`config.mk`:
```
export PLATFORM = sky130hd
export DESIGN_NAME = int_pipe_top
export DESIGN_NICKNAME = d
export VERILOG_FILES = /design/src/hw/isa_pkg.sv /design/src/hw/pipe_pkg.sv /design/src/hw/reg_file.sv /design/src/hw/decode_stage.sv /design/src/hw/operand_mux.sv /design/src/hw/execute_stage.sv /design/src/hw/int_pipe_top.sv
export VERILOG_INCLUDE_DIRS = /design/src /design/src/include
export SDC_FILE = /design/constraint.sdc
export NUM_CORES = 2
export LEC_CHECK = 0
export CORE_ASPECT_RATIO = 1.25
export CORE_MARGIN = 4
export CORE_UTILIZATION = 60
export CTS_BUF_LIST = sky130_fd_sc_hd__clkbuf_16
export CTS_CLUSTER_SIZE = 25
export DETAILED_ROUTE_END_ITERATION = 8
export DONT_BUFFER_PORTS = 1
export HOLD_SLACK_MARGIN = 0.06
export MAX_ROUTING_LAYER = met4
export PLACE_DENSITY_LB_ADDON = 0.1
export SLEW_MARGIN = 0
export SYNTH_ARGS = -nofsm -noshare
export SYNTH_HDL_FRONTEND = slang
export SYNTH_HIERARCHICAL = 1
export SYNTH_SLANG_ARGS = --single-unit
```
`constraint.sdc`:
```
create_clock -name clk -period 10.3 [get_ports clk]
set_input_delay 0.515 -clock clk [delete_from_list [all_inputs] [get_ports clk]]
set_output_delay 0.515 -clock clk [all_outputs]
set_load 0.02 [all_outputs]
```
`src/include/int_pipe_cfg.svh`:
```
/*
 * Build-time configuration macros for the integer pipeline slice
 */
`ifndef INT_PIPE_CFG_SVH
`define INT_PIPE_CFG_SVH

// Operand and result width
`define INT_PIPE_XLEN 32

// Register count, index width follows from it
`define INT_PIPE_NREGS 16

// Cycles a multiply occupies execute
// Any value of 2 or more works
`define INT_PIPE_MUL_CYCLES 3

`endif

```
`src/hw/isa_pkg.sv`:
```
/*
 * ISA types: opcode encoding, register index and the packed instruction word
 */
`default_nettype none

`include "int_pipe_cfg.svh"

package isa_pkg;

	// Register index width
	localparam int REG_IDX_W = $clog2(`INT_PIPE_NREGS);

	typedef logic [REG_IDX_W-1:0] reg_idx_t;

	// Opcodes, all single-result register writes
	typedef enum logic [2:0] {
		OP_ADD = 3'd0,
		OP_SUB = 3'd1,
		OP_AND = 3'd2,
		OP_OR  = 3'd3,
		OP_XOR = 3'd4,
		OP_SLL = 3'd5,
		OP_SRL = 3'd6,
		OP_MUL = 3'd7
	} op_t;

	// Instruction word, opcode in the top bits
	typedef struct packed {
		op_t         op;
		logic        use_imm;  // Immediate replaces rb as operand B
		reg_idx_t    rd;
		reg_idx_t    ra;
		reg_idx_t    rb;
		logic [15:0] imm;      // Signed, extended in decode
	} instr_t;

endpackage

`default_nettype wire

```
`src/hw/pipe_pkg.sv`:
```
/*
 * Pipeline types: operand source select, execute control,
 * in-flight result tag and retire bundle
 */
`default_nettype none

`include "int_pipe_cfg.svh"

package pipe_pkg;

	// Operand source, encoding as in the classic operand mux
	typedef enum logic [1:0] {
		SEL_RF      = 2'd0,
		SEL_IMM     = 2'd1,
		SEL_EX_FORW = 2'd2,
		SEL_WB_FORW = 2'd3
	} opsel_t;

	// Decode to execute control
	typedef struct packed {
		logic               valid;
		isa_pkg::op_t       op;
		isa_pkg::reg_idx_t  rd;
	} ex_ctrl_t;

	// Destination of a result still in flight
	// Also serves as the register file write enable and address
	typedef struct packed {
		logic               valid;
		isa_pkg::reg_idx_t  rd;
	} fwd_tag_t;

	// Retiring result
	typedef struct packed {
		isa_pkg::reg_idx_t          rd;
		logic [`INT_PIPE_XLEN-1:0]  data;
	} retire_t;

endpackage

`default_nettype wire

```
`src/hw/reg_file.sv`:
```
/*
 * Register file with two combinational reads and one write port
 */
`timescale 1ns/1ps
`default_nettype none

`include "int_pipe_cfg.svh"

module reg_file (
	input  wire                          clk,
	input  wire                          rst_n,
	// Read ports
	input  wire isa_pkg::reg_idx_t       ra_addr,
	input  wire isa_pkg::reg_idx_t       rb_addr,
	output logic [`INT_PIPE_XLEN-1:0]    rf_a,
	output logic [`INT_PIPE_XLEN-1:0]    rf_b,
	// Write port from writeback
	input  wire pipe_pkg::fwd_tag_t      wr_tag,
	input  wire [`INT_PIPE_XLEN-1:0]     wr_data
);

	// Register storage as flops
	logic [`INT_PIPE_XLEN-1:0] regs [`INT_PIPE_NREGS];

	//////////////////////////////////////////////////
	// Write
	//////////////////////////////////////////////////

	// Architectural state starts at zero
	// r0 is never written, so it keeps its reset value
	always_ff @(posedge clk or negedge rst_n) begin
		if (!rst_n) begin
			for (int i = 0; i < `INT_PIPE_NREGS; i++) begin
				regs[i] <= '0;
			end
		end else if (wr_tag.valid && (wr_tag.rd != '0)) begin
			regs[wr_tag.rd] <= wr_data;
		end
	end

	//////////////////////////////////////////////////
	// Read
	//////////////////////////////////////////////////

	// No bypass here
	// Writeback writes at the end of its cycle, decode forwards the rest
	assign rf_a = regs[ra_addr];
	assign rf_b = regs[rb_addr];

endmodule

`default_nettype wire

```
`src/hw/decode_stage.sv`:
```
/*
 * Decode stage: instruction latch, immediate sign extension,
 * forwarding source choice and the decode-to-execute control register
 */
`timescale 1ns/1ps
`default_nettype none

`include "int_pipe_cfg.svh"

module decode_stage (
	input  wire                          clk,
	input  wire                          rst_n,
	// Instruction input
	input  wire isa_pkg::instr_t         instr,
	input  wire                          instr_valid,
	output logic                         instr_ready,
	// Stall from the multiplier
	input  wire                          freeze,
	// In-flight results
	input  wire pipe_pkg::fwd_tag_t      ex_tag,
	input  wire pipe_pkg::fwd_tag_t      wb_tag,
	// Register file read addresses
	output isa_pkg::reg_idx_t            ra_addr,
	output isa_pkg::reg_idx_t            rb_addr,
	// Operand mux controls
	output logic [`INT_PIPE_XLEN-1:0]    simm,
	output pipe_pkg::opsel_t             a_sel,
	output pipe_pkg::opsel_t             b_sel,
	// Control into execute
	output pipe_pkg::ex_ctrl_t           ex_ctrl
);

	import isa_pkg::*;
	import pipe_pkg::*;

	// Instruction held in decode
	instr_t dec_instr;
	logic   dec_valid;

	// Source matches a pending result, r0 never forwards
	function automatic logic tag_hit(fwd_tag_t tag, reg_idx_t idx);
		return tag.valid && (tag.rd == idx) && (idx != '0);
	endfunction

	// Youngest producer wins: execute before writeback before register file
	function automatic opsel_t pick_src(reg_idx_t idx, fwd_tag_t ex_t, fwd_tag_t wb_t);
		if (tag_hit(ex_t, idx))
			return SEL_EX_FORW;
		else if (tag_hit(wb_t, idx))
			return SEL_WB_FORW;
		else
			return SEL_RF;
	endfunction

	// Only the multiplier stalls the front end
	assign instr_ready = ~freeze;

	//////////////////////////////////////////////////
	// Instruction latch
	//////////////////////////////////////////////////

	// Valid level, a dropped instr_valid becomes a bubble
	always_ff @(posedge clk or negedge rst_n) begin
		if (!rst_n)
			dec_valid <= 1'b0;
		else if (!freeze)
			dec_valid <= instr_valid;
	end

	// Payload, qualified by dec_valid
	always_ff @(posedge clk) begin
		if (!freeze)
			dec_instr <= instr;
	end

	//////////////////////////////////////////////////
	// Decode
	//////////////////////////////////////////////////

	assign ra_addr = dec_instr.ra;
	assign rb_addr = dec_instr.rb;

	// Immediate sign extension
	assign simm = `INT_PIPE_XLEN'($signed(dec_instr.imm));

	// Re-evaluated every cycle, so a frozen instruction picks up the
	// multiplier result on the cycle the freeze drops
	assign a_sel = pick_src(dec_instr.ra, ex_tag, wb_tag);
	assign b_sel = dec_instr.use_imm ? SEL_IMM : pick_src(dec_instr.rb, ex_tag, wb_tag);

	//////////////////////////////////////////////////
	// Decode to execute register
	//////////////////////////////////////////////////

	// Holds during freeze, otherwise takes the instruction or a bubble
	always_ff @(posedge clk or negedge rst_n) begin
		if (!rst_n) begin
			ex_ctrl <= '0;
		end else if (!freeze) begin
			ex_ctrl.valid <= dec_valid;
			ex_ctrl.op    <= dec_instr.op;
			ex_ctrl.rd    <= dec_instr.rd;
		end
	end

endmodule

`default_nettype wire

```
`src/hw/operand_mux.sv`:
```
/*
 * Forwarding multiplexers and operand registers for operands A and B
 */
`timescale 1ns/1ps
`default_nettype none

`include "int_pipe_cfg.svh"

module operand_mux (
	input  wire                          clk,
	input  wire                          rst_n,
	input  wire                          freeze,
	// Candidate sources
	input  wire [`INT_PIPE_XLEN-1:0]     rf_a,
	input  wire [`INT_PIPE_XLEN-1:0]     rf_b,
	input  wire [`INT_PIPE_XLEN-1:0]     ex_forw,
	input  wire [`INT_PIPE_XLEN-1:0]     wb_forw,
	input  wire [`INT_PIPE_XLEN-1:0]     simm,
	// Source selects from decode
	input  wire pipe_pkg::opsel_t        a_sel,
	input  wire pipe_pkg::opsel_t        b_sel,
	// Registered operands into execute
	output logic [`INT_PIPE_XLEN-1:0]    operand_a,
	output logic [`INT_PIPE_XLEN-1:0]    operand_b
);

	import pipe_pkg::*;

	logic [`INT_PIPE_XLEN-1:0] muxed_a;
	logic [`INT_PIPE_XLEN-1:0] muxed_b;

	//////////////////////////////////////////////////
	// Forwarding muxes
	//////////////////////////////////////////////////

	// Operand A, no immediate path
	always_comb begin
		case (a_sel)
			SEL_EX_FORW: muxed_a = ex_forw;
			SEL_WB_FORW: muxed_a = wb_forw;
			default:     muxed_a = rf_a;
		endcase
	end

	// Operand B, immediate takes priority in decode
	always_comb begin
		case (b_sel)
			SEL_IMM:     muxed_b = simm;
			SEL_EX_FORW: muxed_b = ex_forw;
			SEL_WB_FORW: muxed_b = wb_forw;
			default:     muxed_b = rf_b;
		endcase
	end

	//////////////////////////////////////////////////
	// Operand registers
	//////////////////////////////////////////////////

	// Decode and execute freeze together, one hold condition
	always_ff @(posedge clk or negedge rst_n) begin
		if (!rst_n) begin
			operand_a <= '0;
			operand_b <= '0;
		end else if (!freeze) begin
			operand_a <= muxed_a;
			operand_b <= muxed_b;
		end
	end

endmodule

`default_nettype wire

```
`src/hw/execute_stage.sv`:
```
/*
 * Execute stage: ALU, multi-cycle multiplier that raises freeze,
 * and the writeback register that feeds forwarding, register file and retire
 */
`timescale 1ns/1ps
`default_nettype none

`include "int_pipe_cfg.svh"

module execute_stage (
	input  wire                          clk,
	input  wire                          rst_n,
	// From decode and the operand registers
	input  wire pipe_pkg::ex_ctrl_t      ex_ctrl,
	input  wire [`INT_PIPE_XLEN-1:0]     operand_a,
	input  wire [`INT_PIPE_XLEN-1:0]     operand_b,
	// Pipeline stall
	output logic                         freeze,
	// Forwarding sources and their tags
	output logic [`INT_PIPE_XLEN-1:0]    ex_forw,
	output logic [`INT_PIPE_XLEN-1:0]    wb_forw,
	output pipe_pkg::fwd_tag_t           ex_tag,
	output pipe_pkg::fwd_tag_t           wb_tag,
	// Retire port
	output logic                         retire_valid,
	output pipe_pkg::retire_t            retire
);

	import isa_pkg::*;
	import pipe_pkg::*;

	// Counter spans 0 .. MUL_CYCLES-1
	localparam int CNT_W   = $clog2(`INT_PIPE_MUL_CYCLES);
	// Shift amount bits
	localparam int SHAMT_W = $clog2(`INT_PIPE_XLEN);

	logic [CNT_W-1:0]          mul_cnt;
	logic                      mul_active;
	logic                      mul_last;
	logic [`INT_PIPE_XLEN-1:0] prod_q;
	logic [`INT_PIPE_XLEN-1:0] alu_res;

	//////////////////////////////////////////////////
	// Multiplier
	//////////////////////////////////////////////////

	assign mul_active = ex_ctrl.valid && (ex_ctrl.op == OP_MUL);
	assign mul_last   = (mul_cnt == CNT_W'(`INT_PIPE_MUL_CYCLES - 1));

	// High from the first multiply cycle up to, not including, the last
	assign freeze = mul_active && !mul_last;

	// Cycle count of the multiply in execute, clears when it leaves
	always_ff @(posedge clk or negedge rst_n) begin
		if (!rst_n)
			mul_cnt <= '0;
		else if (freeze)
			mul_cnt <= mul_cnt + 1'b1;
		else
			mul_cnt <= '0;
	end

	// Product captured on the first cycle, operands are held meanwhile
	// Low XLEN bits only
	always_ff @(posedge clk) begin
		if (mul_active && (mul_cnt == '0))
			prod_q <= operand_a * operand_b;
	end

	//////////////////////////////////////////////////
	// ALU
	//////////////////////////////////////////////////

	always_comb begin
		case (ex_ctrl.op)
			OP_ADD:  alu_res = operand_a + operand_b;
			OP_SUB:  alu_res = operand_a - operand_b;
			OP_AND:  alu_res = operand_a & operand_b;
			OP_OR:   alu_res = operand_a | operand_b;
			OP_XOR:  alu_res = operand_a ^ operand_b;
			// Shifts use the low bits of B, logical right shift
			OP_SLL:  alu_res = operand_a << operand_b[SHAMT_W-1:0];
			OP_SRL:  alu_res = operand_a >> operand_b[SHAMT_W-1:0];
			// Only meaningful in the last multiply cycle
			OP_MUL:  alu_res = prod_q;
			default: alu_res = '0;
		endcase
	end

	// Execute result and its tag for forwarding
	assign ex_forw      = alu_res;
	assign ex_tag.valid = ex_ctrl.valid;
	assign ex_tag.rd    = ex_ctrl.rd;

	//////////////////////////////////////////////////
	// Writeback register
	//////////////////////////////////////////////////

	// Bubble during freeze so a multiply retires once
	always_ff @(posedge clk or negedge rst_n) begin
		if (!rst_n)
			wb_tag <= '0;
		else if (freeze)
			wb_tag.valid <= 1'b0;
		else
			wb_tag <= ex_tag;
	end

	always_ff @(posedge clk) begin
		if (!freeze)
			wb_forw <= ex_forw;
	end

	// One-cycle strobe per result, in program order
	assign retire_valid = wb_tag.valid;
	assign retire.rd    = wb_tag.rd;
	assign retire.data  = wb_forw;

endmodule

`default_nettype wire

```
`src/hw/int_pipe_top.sv`:
```
/*
 * Integer pipeline slice top: decode, operand mux, execute and register file
 */
`timescale 1ns/1ps
`default_nettype none

`include "int_pipe_cfg.svh"

module int_pipe_top (
	input  wire                      clk,
	input  wire                      rst_n,
	// Instruction stream
	input  wire isa_pkg::instr_t     instr,
	input  wire                      instr_valid,
	output logic                     instr_ready,
	// Retired results
	output logic                     retire_valid,
	output pipe_pkg::retire_t        retire
);

	import isa_pkg::*;
	import pipe_pkg::*;

	// Decode outputs
	reg_idx_t                  ra_addr;
	reg_idx_t                  rb_addr;
	logic [`INT_PIPE_XLEN-1:0] simm;
	opsel_t                    a_sel;
	opsel_t                    b_sel;
	ex_ctrl_t                  ex_ctrl;

	// Register file reads
	logic [`INT_PIPE_XLEN-1:0] rf_a;
	logic [`INT_PIPE_XLEN-1:0] rf_b;

	// Execute operands
	logic [`INT_PIPE_XLEN-1:0] operand_a;
	logic [`INT_PIPE_XLEN-1:0] operand_b;

	// Execute outputs, writeback doubles as register file write port
	logic                      freeze;
	logic [`INT_PIPE_XLEN-1:0] ex_forw;
	logic [`INT_PIPE_XLEN-1:0] wb_forw;
	fwd_tag_t                  ex_tag;
	fwd_tag_t                  wb_tag;

	decode_stage u_decode (
		.clk         (clk),
		.rst_n       (rst_n),
		.instr       (instr),
		.instr_valid (instr_valid),
		.instr_ready (instr_ready),
		.freeze      (freeze),
		.ex_tag      (ex_tag),
		.wb_tag      (wb_tag),
		.ra_addr     (ra_addr),
		.rb_addr     (rb_addr),
		.simm        (simm),
		.a_sel       (a_sel),
		.b_sel       (b_sel),
		.ex_ctrl     (ex_ctrl)
	);

	reg_file u_rf (
		.clk     (clk),
		.rst_n   (rst_n),
		.ra_addr (ra_addr),
		.rb_addr (rb_addr),
		.rf_a    (rf_a),
		.rf_b    (rf_b),
		.wr_tag  (wb_tag),
		.wr_data (wb_forw)
	);

	operand_mux u_opmux (
		.clk       (clk),
		.rst_n     (rst_n),
		.freeze    (freeze),
		.rf_a      (rf_a),
		.rf_b      (rf_b),
		.ex_forw   (ex_forw),
		.wb_forw   (wb_forw),
		.simm      (simm),
		.a_sel     (a_sel),
		.b_sel     (b_sel),
		.operand_a (operand_a),
		.operand_b (operand_b)
	);

	execute_stage u_exec (
		.clk          (clk),
		.rst_n        (rst_n),
		.ex_ctrl      (ex_ctrl),
		.operand_a    (operand_a),
		.operand_b    (operand_b),
		.freeze       (freeze),
		.ex_forw      (ex_forw),
		.wb_forw      (wb_forw),
		.ex_tag       (ex_tag),
		.wb_tag       (wb_tag),
		.retire_valid (retire_valid),
		.retire       (retire)
	);

endmodule

`default_nettype wire

```
; ---- After elaboration in Yosys (flattened, before gate mapping)
; Cells that the tools add are included.
[classes]
eq_ne = 17
n_mux = 19
add_sub_neg = 3
bitwise_logic = 7
order_cmp = 4
n_reduce_logical = 19
mul = 1
shift = 2
[ops]
columns = cell, count
row1 = $bwmux W512, 1
row2 = $bmux W32 S4, 2
row3 = $pmux W32 S8, 1
row4 = $mux W32, 5
row5 = $demux W32 S4, 1
row6 = $pmux W32 S3, 1
row7 = $pmux W32 S2, 1
row8 = $add A32 B32 Y32, 1
row9 = $and A32 B32 Y32, 1
row10 = $mul A32 B32 Y32, 1
row11 = $or A32 B32 Y32, 1
row12 = $shl A32 B5 Y32, 1
row13 = $shr A32 B5 Y32, 1
row14 = $sub A32 B32 Y32, 1
row15 = $xor A32 B32 Y32, 1
row16 = $eq A4 B4 Y1, 4
row17 = $ge A5 B5 Y1 const B, 3
row18 = $not A4 Y5, 3
row19 = $logic_and A1 B1 Y1, 13
row20 = $eq A3 B3 Y1 const B, 4
row21 = $mux W2, 6
row22 = $reduce_bool A4 Y1, 3
row23 = $eq A2 B2 Y1 const B, 5
row24 = $eq A3 B2 Y1 const B, 2
row25 = 9 further kinds, 9
[word_totals]
output_inout_bits = 38
register_bits = 688
word_cells = 105

; ---- Longest topological paths before layout
[depth]
word_depth = 8
mapped_depth = 29

; ---- Hierarchy
; Netlist, hierarchy kept.
[by_module_without_submodules]
columns = module, seq_area_each_um2, area_each_um2, n_inst, cells_per_inst
row1 = reg_file, 12812.3, 26261.4, 1, 1670
row2 = execute_stage, 2097.0, 24763.8, 1, 2937
row3 = operand_mux, 1601.5, 4107.7, 1, 395
row4 = decode_stage, 1186.1, 1840.5, 1, 128

; ---- Worst setup path after synthesis
; Ideal clock, no wire load.
[synth_path]
kind = register to register
startpoint = reg u_opmux.operand_b[2]
endpoint = reg u_exec.prod_q[30], data pin
n_path_buf = 4
slack_ns = 2.535
arrival_ns = 7.628
required_ns = 10.163
synth_period_minus_slack_ns = 7.765
setup_ns = 0.137
stages_incl_launch_ff = 27
path_cell_list = dfrtp_1 -> clkbuf_1 -> inv_2 -> buf_1 -> clkbuf_1 -> buf_1 -> nor2_1 -> fa_1 -> inv_1 -> fa_1 -> fa_1 -> fa_1 -> inv_1 -> fa_1 -> fa_1 -> fa_1 -> fa_1 -> ha_1 -> a21o_1 -> a21oi_1 -> o21bai_1 -> a21o_1 -> a21oi_1 -> o31ai_2 -> a31o_1 -> or4_1 -> nand4_1
[synth_between]
elab_chain_len = 1
[synth_rtl]
columns = element, line
row1 = start: declaration, operand_mux.sv:24  ; output logic [`INT_PIPE_XLEN-1:0] operand_b
row2 = start signal: assignment, operand_mux.sv:66  ; operand_b <= muxed_b;
row3 = $mul A32 B32 Y32, execute_stage.sv:67  ; prod_q <= operand_a * operand_b;
row4 = end signal: assignment, execute_stage.sv:67
row5 = end: declaration, execute_stage.sv:40  ; logic [`INT_PIPE_XLEN-1:0] prod_q;
; No other way between the ends.
; A chain may end at the register's enable or synchronous reset.

; ---- Worst setup path in the final report
[layout_path]
startpoint = reg u_opmux.operand_a[4]
endpoint = reg u_exec.prod_q[31], data pin
[layout_between]
elab_chain_len = 1
[layout_rtl]
columns = element, line
row1 = start: declaration, operand_mux.sv:23  ; output logic [`INT_PIPE_XLEN-1:0] operand_a,
row2 = start signal: assignment, operand_mux.sv:65  ; operand_a <= muxed_a;
row3 = $mul A32 B32 Y32, execute_stage.sv:67
; No other way between the ends.

==> impl_metrics.tcl <==
set metrics [dict create \
    synth_edf_count 96 \
    synth_warnings 6 \
    drc_errors 0 \
    cts-resized-gates 0 \
    clockBufferDepth 3 \
    grt_start_max_net_pins 593 \
    synth_ff_type "dfrtp_1" \
    setup_violations 0 \
    hold_violations 241 \
    synthMuxAreaShare_pct 23.0 \
    htreeDepth 3 \
    slew_violations 435 \
    violations "negative hold slack, max-slew violations" \
    gp_congestion 1.08 \
    cts_buffers 75 \
    synth_top_family_by_area "multiplexers" \
    num_vias 41400 \
    grt_pass1_wl_um 280000 \
    endpoint_kind "register" \
    fmax_mhz 117 \
    dp_hpwl_um 129000 \
    grt_overflow 0 \
    holdWs_ns -0.431 \
    avgSynthCellArea_um2 11.1 \
    die_w_um 284 \
    synth-compound-area-share_pct 9.19 \
    area_growth_pct 4.78 \
    drt.antenna.violating_nets 0 \
    fin_skew_ns 0.0334 \
    crit_path_start_kind "register" \
    fill_cells 7561 \
    arrival_ns 8.94 \
    synth_fp_nets 5796 \
    min_path_type "primary input to asynchronous set/reset pin" \
    synth-seq-cells 688 \
    grt.total_usage_pct 38.7 \
    highest_layer "met4" \
    insertion_delay_ns 0.67 \
    finalNetCount 5518 \
    final.min_clock_period_ns 8.54 \
    synth-xor-area-share_pct 2.31 \
    route.met3.wl_um 14500 \
    cts.clk_slew.worst_paths_ns 0.06 \
    core_um2 94300 \
    grt_pass1_vias 42700 \
    min_period_over_period_pct 82.9 \
    die_area_um2 100000 \
    setup_tns_ns 0 \
    ys_seq_area_share_pct 31.1 \
    synthAdderAreaFrac_pct 19.2 \
    initial_utilization_pct 60.4 \
    cts_root_buf "clkbuf_16" \
    worst_slew_pin_slew_ns 2.52 \
    cts_setup_buffers 0 \
    row_count 126 \
    relSlewSlack_pct -68.1 \
    r2r_cells 22 \
    route.met2.wl_um 88700 \
    ctsHoldBuffers 33 \
    cp_max_fo 18 \
    routed_wl_um 188000 \
    outcome "complete, but fails checks" \
    cts_tree "yes" \
    dr.pass1.iters 6 \
    yosysUniqueCellTypes 88 \
    viasPerCell 6.75 \
    port_buffers 0 \
    drtIter0Drc 4070 \
    routedWlPerCell_um 30.7 \
    cts_sinks 688 \
    antenna_found_initial 2 \
    async_reset_ff_share_pct 86.0 \
    synthCells 5130 \
    worstPathRequired_ns 10.71 \
    worst-setup-path-type "register to register" \
    rsz0062_at_grt "false" \
    syn_area_um2 57000 \
    ioPinCount 73 \
    die_h_um 353 \
    drt-met1-wl_um 70300 \
    drive_gt1_share_pct 21.8 \
    synth-simple-area-share_pct 7.62 \
    drv_cap 0 \
]
-- Yosys cell counts (all sizes together) (12+ instances only) --
| master | n | share of area, % |
|---|---|---|
| clkinv | 13 | 0.086 |
| xor2 | 30 | 0.46 |
| mux2 | 500 | 9.9 |
| xnor2 | 120 | 1.8 |
| mux4 | 278 | 11 |
| clkbuf | 258 | 1.7 |
| a221oi | 54 | 0.87 |
| nor2b | 43 | 0.47 |
| a211oi | 74 | 1.2 |
| a22oi | 138 | 1.8 |
| fa | 409 | 14 |
| inv | 479 | 3.2 |
| edfxtp | 96 | 5.1 |
| ha | 222 | 4.9 |
| and2 | 14 | 0.15 |
| buf | 237 | 2.6 |
| mux2i | 122 | 2.1 |
| nor3 | 15 | 0.15 |
| nand2b | 27 | 0.30 |
| a21oi | 130 | 1.2 |
| o21ai | 145 | 1.3 |
| a21o | 63 | 0.83 |
| o22ai | 12 | 0.13 |
| a211o | 14 | 0.22 |
| nand3 | 17 | 0.15 |
| dfrtp | 592 | 26 |
| or3 | 15 | 0.16 |
| nor2 | 488 | 3.2 |
| nand2 | 374 | 2.5 |
| a31oi | 13 | 0.14 |
-- routing by layer --
metal  vias to the layer above  track usage (%)
li1                      17200                -
met1                     21400             47.5
met2                      2146             60.8
met3                       710             6.21
met4                         0             23.6
met5                         -                -
-- through the flow --
| stage | utilization [%] | cell area [um^2] | hold WS [ns] | instances | setup slack (ns) |
|---|---|---|---|---|---|
| after floorplan | - | 57000 | 0.219 | 5130 | 2.54 |
| after global placement | 60.5 | 57000 | 0.231 | 5958 | 2.02 |
| after detailed placement | 60.5 | 57000 | 0.228 | 5958 | 1.87 |
| after CTS | 63.3 | 59700 | -0.478 | 6125 | 1.84 |
| after global routing | 63.3 | 59700 | -0.469 | 6126 | 1.51 |
| final | 63.3 | 59700 | -0.431 | 6127 | 1.76 |
-- cells in the final DEF (no fill, tap or decap), types with 10 or more instances in the layout --
| cell | netlist | layout |
|---|---|---|
| mux2_2 | 481 | 481 |
| o21ai_1 | 10 | 10 |
| xnor2_1 | 120 | 120 |
| a31oi_1 | 13 | 13 |
| or3_1 | 15 | 12 |
| clkbuf_16 | 0 | 76 |
| edfxtp_1 | 96 | 96 |
| a211oi_1 | 43 | 43 |
| nor2b_1 | 43 | 38 |
| buf_4 | 101 | 105 |
| mux4_2 | 278 | 278 |
| o22ai_1 | 12 | 12 |
| nand2_1 | 374 | 374 |
| nor2_4 | 0 | 12 |
| mux2_1 | 19 | 19 |
| nand2b_1 | 27 | 25 |
| mux2i_1 | 122 | 122 |
| nor2_1 | 487 | 474 |
| a21oi_1 | 126 | 126 |
| ha_1 | 222 | 222 |
| xor2_1 | 30 | 30 |
| a21o_1 | 63 | 63 |
| dlygate4sd3_1 | 0 | 33 |
| dfrtp_1 | 592 | 587 |
| inv_2 | 11 | 12 |
| clkinv_1 | 13 | 31 |
| a211o_1 | 14 | 14 |
| nand3_1 | 17 | 17 |
| inv_1 | 468 | 482 |
| fa_1 | 409 | 409 |
| nor3_1 | 14 | 14 |
| o21ai_0 | 134 | 134 |
| and2_1 | 14 | 12 |
| a22oi_1 | 138 | 138 |
| o211ai_1 | 10 | 10 |
| a211oi_2 | 31 | 31 |
| nand4_1 | 11 | 11 |
| a221oi_1 | 50 | 50 |
-- registers in the layout, summed over array words and instances, names as in the netlist --
name and flops:
u_rf/regs 512, u_exec/prod_q 32, u_exec/wb_forw 32, u_opmux/operand_a 32, u_opmux/operand_b 32, u_decode/simm 16
u_decode/dec_instr 8, u_decode/ex_ctrl 8, u_decode/ra_addr 4, u_decode/rb_addr 4, u_exec/retire 4, u_exec/mul_cnt 2
u_decode/dec_valid 1, u_exec/retire_valid 1
-- worst max-delay path: stages (launching register included) --
cell	delay, ns
dfrtp_1	0.86
clkinv_1	1.03
nor2_1	0.41
fa_1	0.45
fa_1	0.39
fa_1	0.50
inv_1	0.05
fa_1	0.47
inv_1	0.05
fa_1	0.45
ha_1	0.30
fa_1	0.50
fa_1	0.41
ha_1	0.36
a211oi_1	0.37
nand2b_1	0.09
a211o_1	0.37
a211oi_2	0.38
o21ai_1	0.15
a21oi_2	0.20
o21ai_1	0.12
a31oi_1	0.24
xnor2_1	0.09
-- cells by family after synthesis --
family / after synthesis
XOR/XNOR: 150
AO/OA/AOI/OAI: 737
multiplexers: 900
buffers and inverters: 987
adder cells (fa/ha/maj): 631
AND/OR/NAND/NOR: 1037
flip-flops: 688
-- area by class of cell --
cell class	count	area, um^2	area share (%)
antenna	2	5.00	0.00838
tap	1216	1520	2.55
clock buffer	76	1900	3.19
clock inverter	58	434	0.727
sequential	688	17700	29.7
inverter	492	1850	3.10
timing repair buffer	140	1160	1.94
multi-input combinational	3455	35100	58.8
-- worst paths after layout --
kind | start | end | slack, ns
max | u_opmux/operand_a[4] | u_exec/prod_q[31] | 1.76
min | rst_n | u_rf/regs[236] | -0.43
max reg2reg | u_opmux/operand_a[4] | u_exec/prod_q[31] | 1.76
min reg2reg | u_rf/regs[480] | u_rf/regs[480] | 0.39
max in group asynchronous | rst_n | u_opmux/operand_b[0] | 8.46
min in group clk | u_rf/regs[480] | u_rf/regs[480] | 0.39
Power is left out: the tool's default activity adds up to more than one toggle a clock period on the data nets, which glitch-free logic cannot reach.
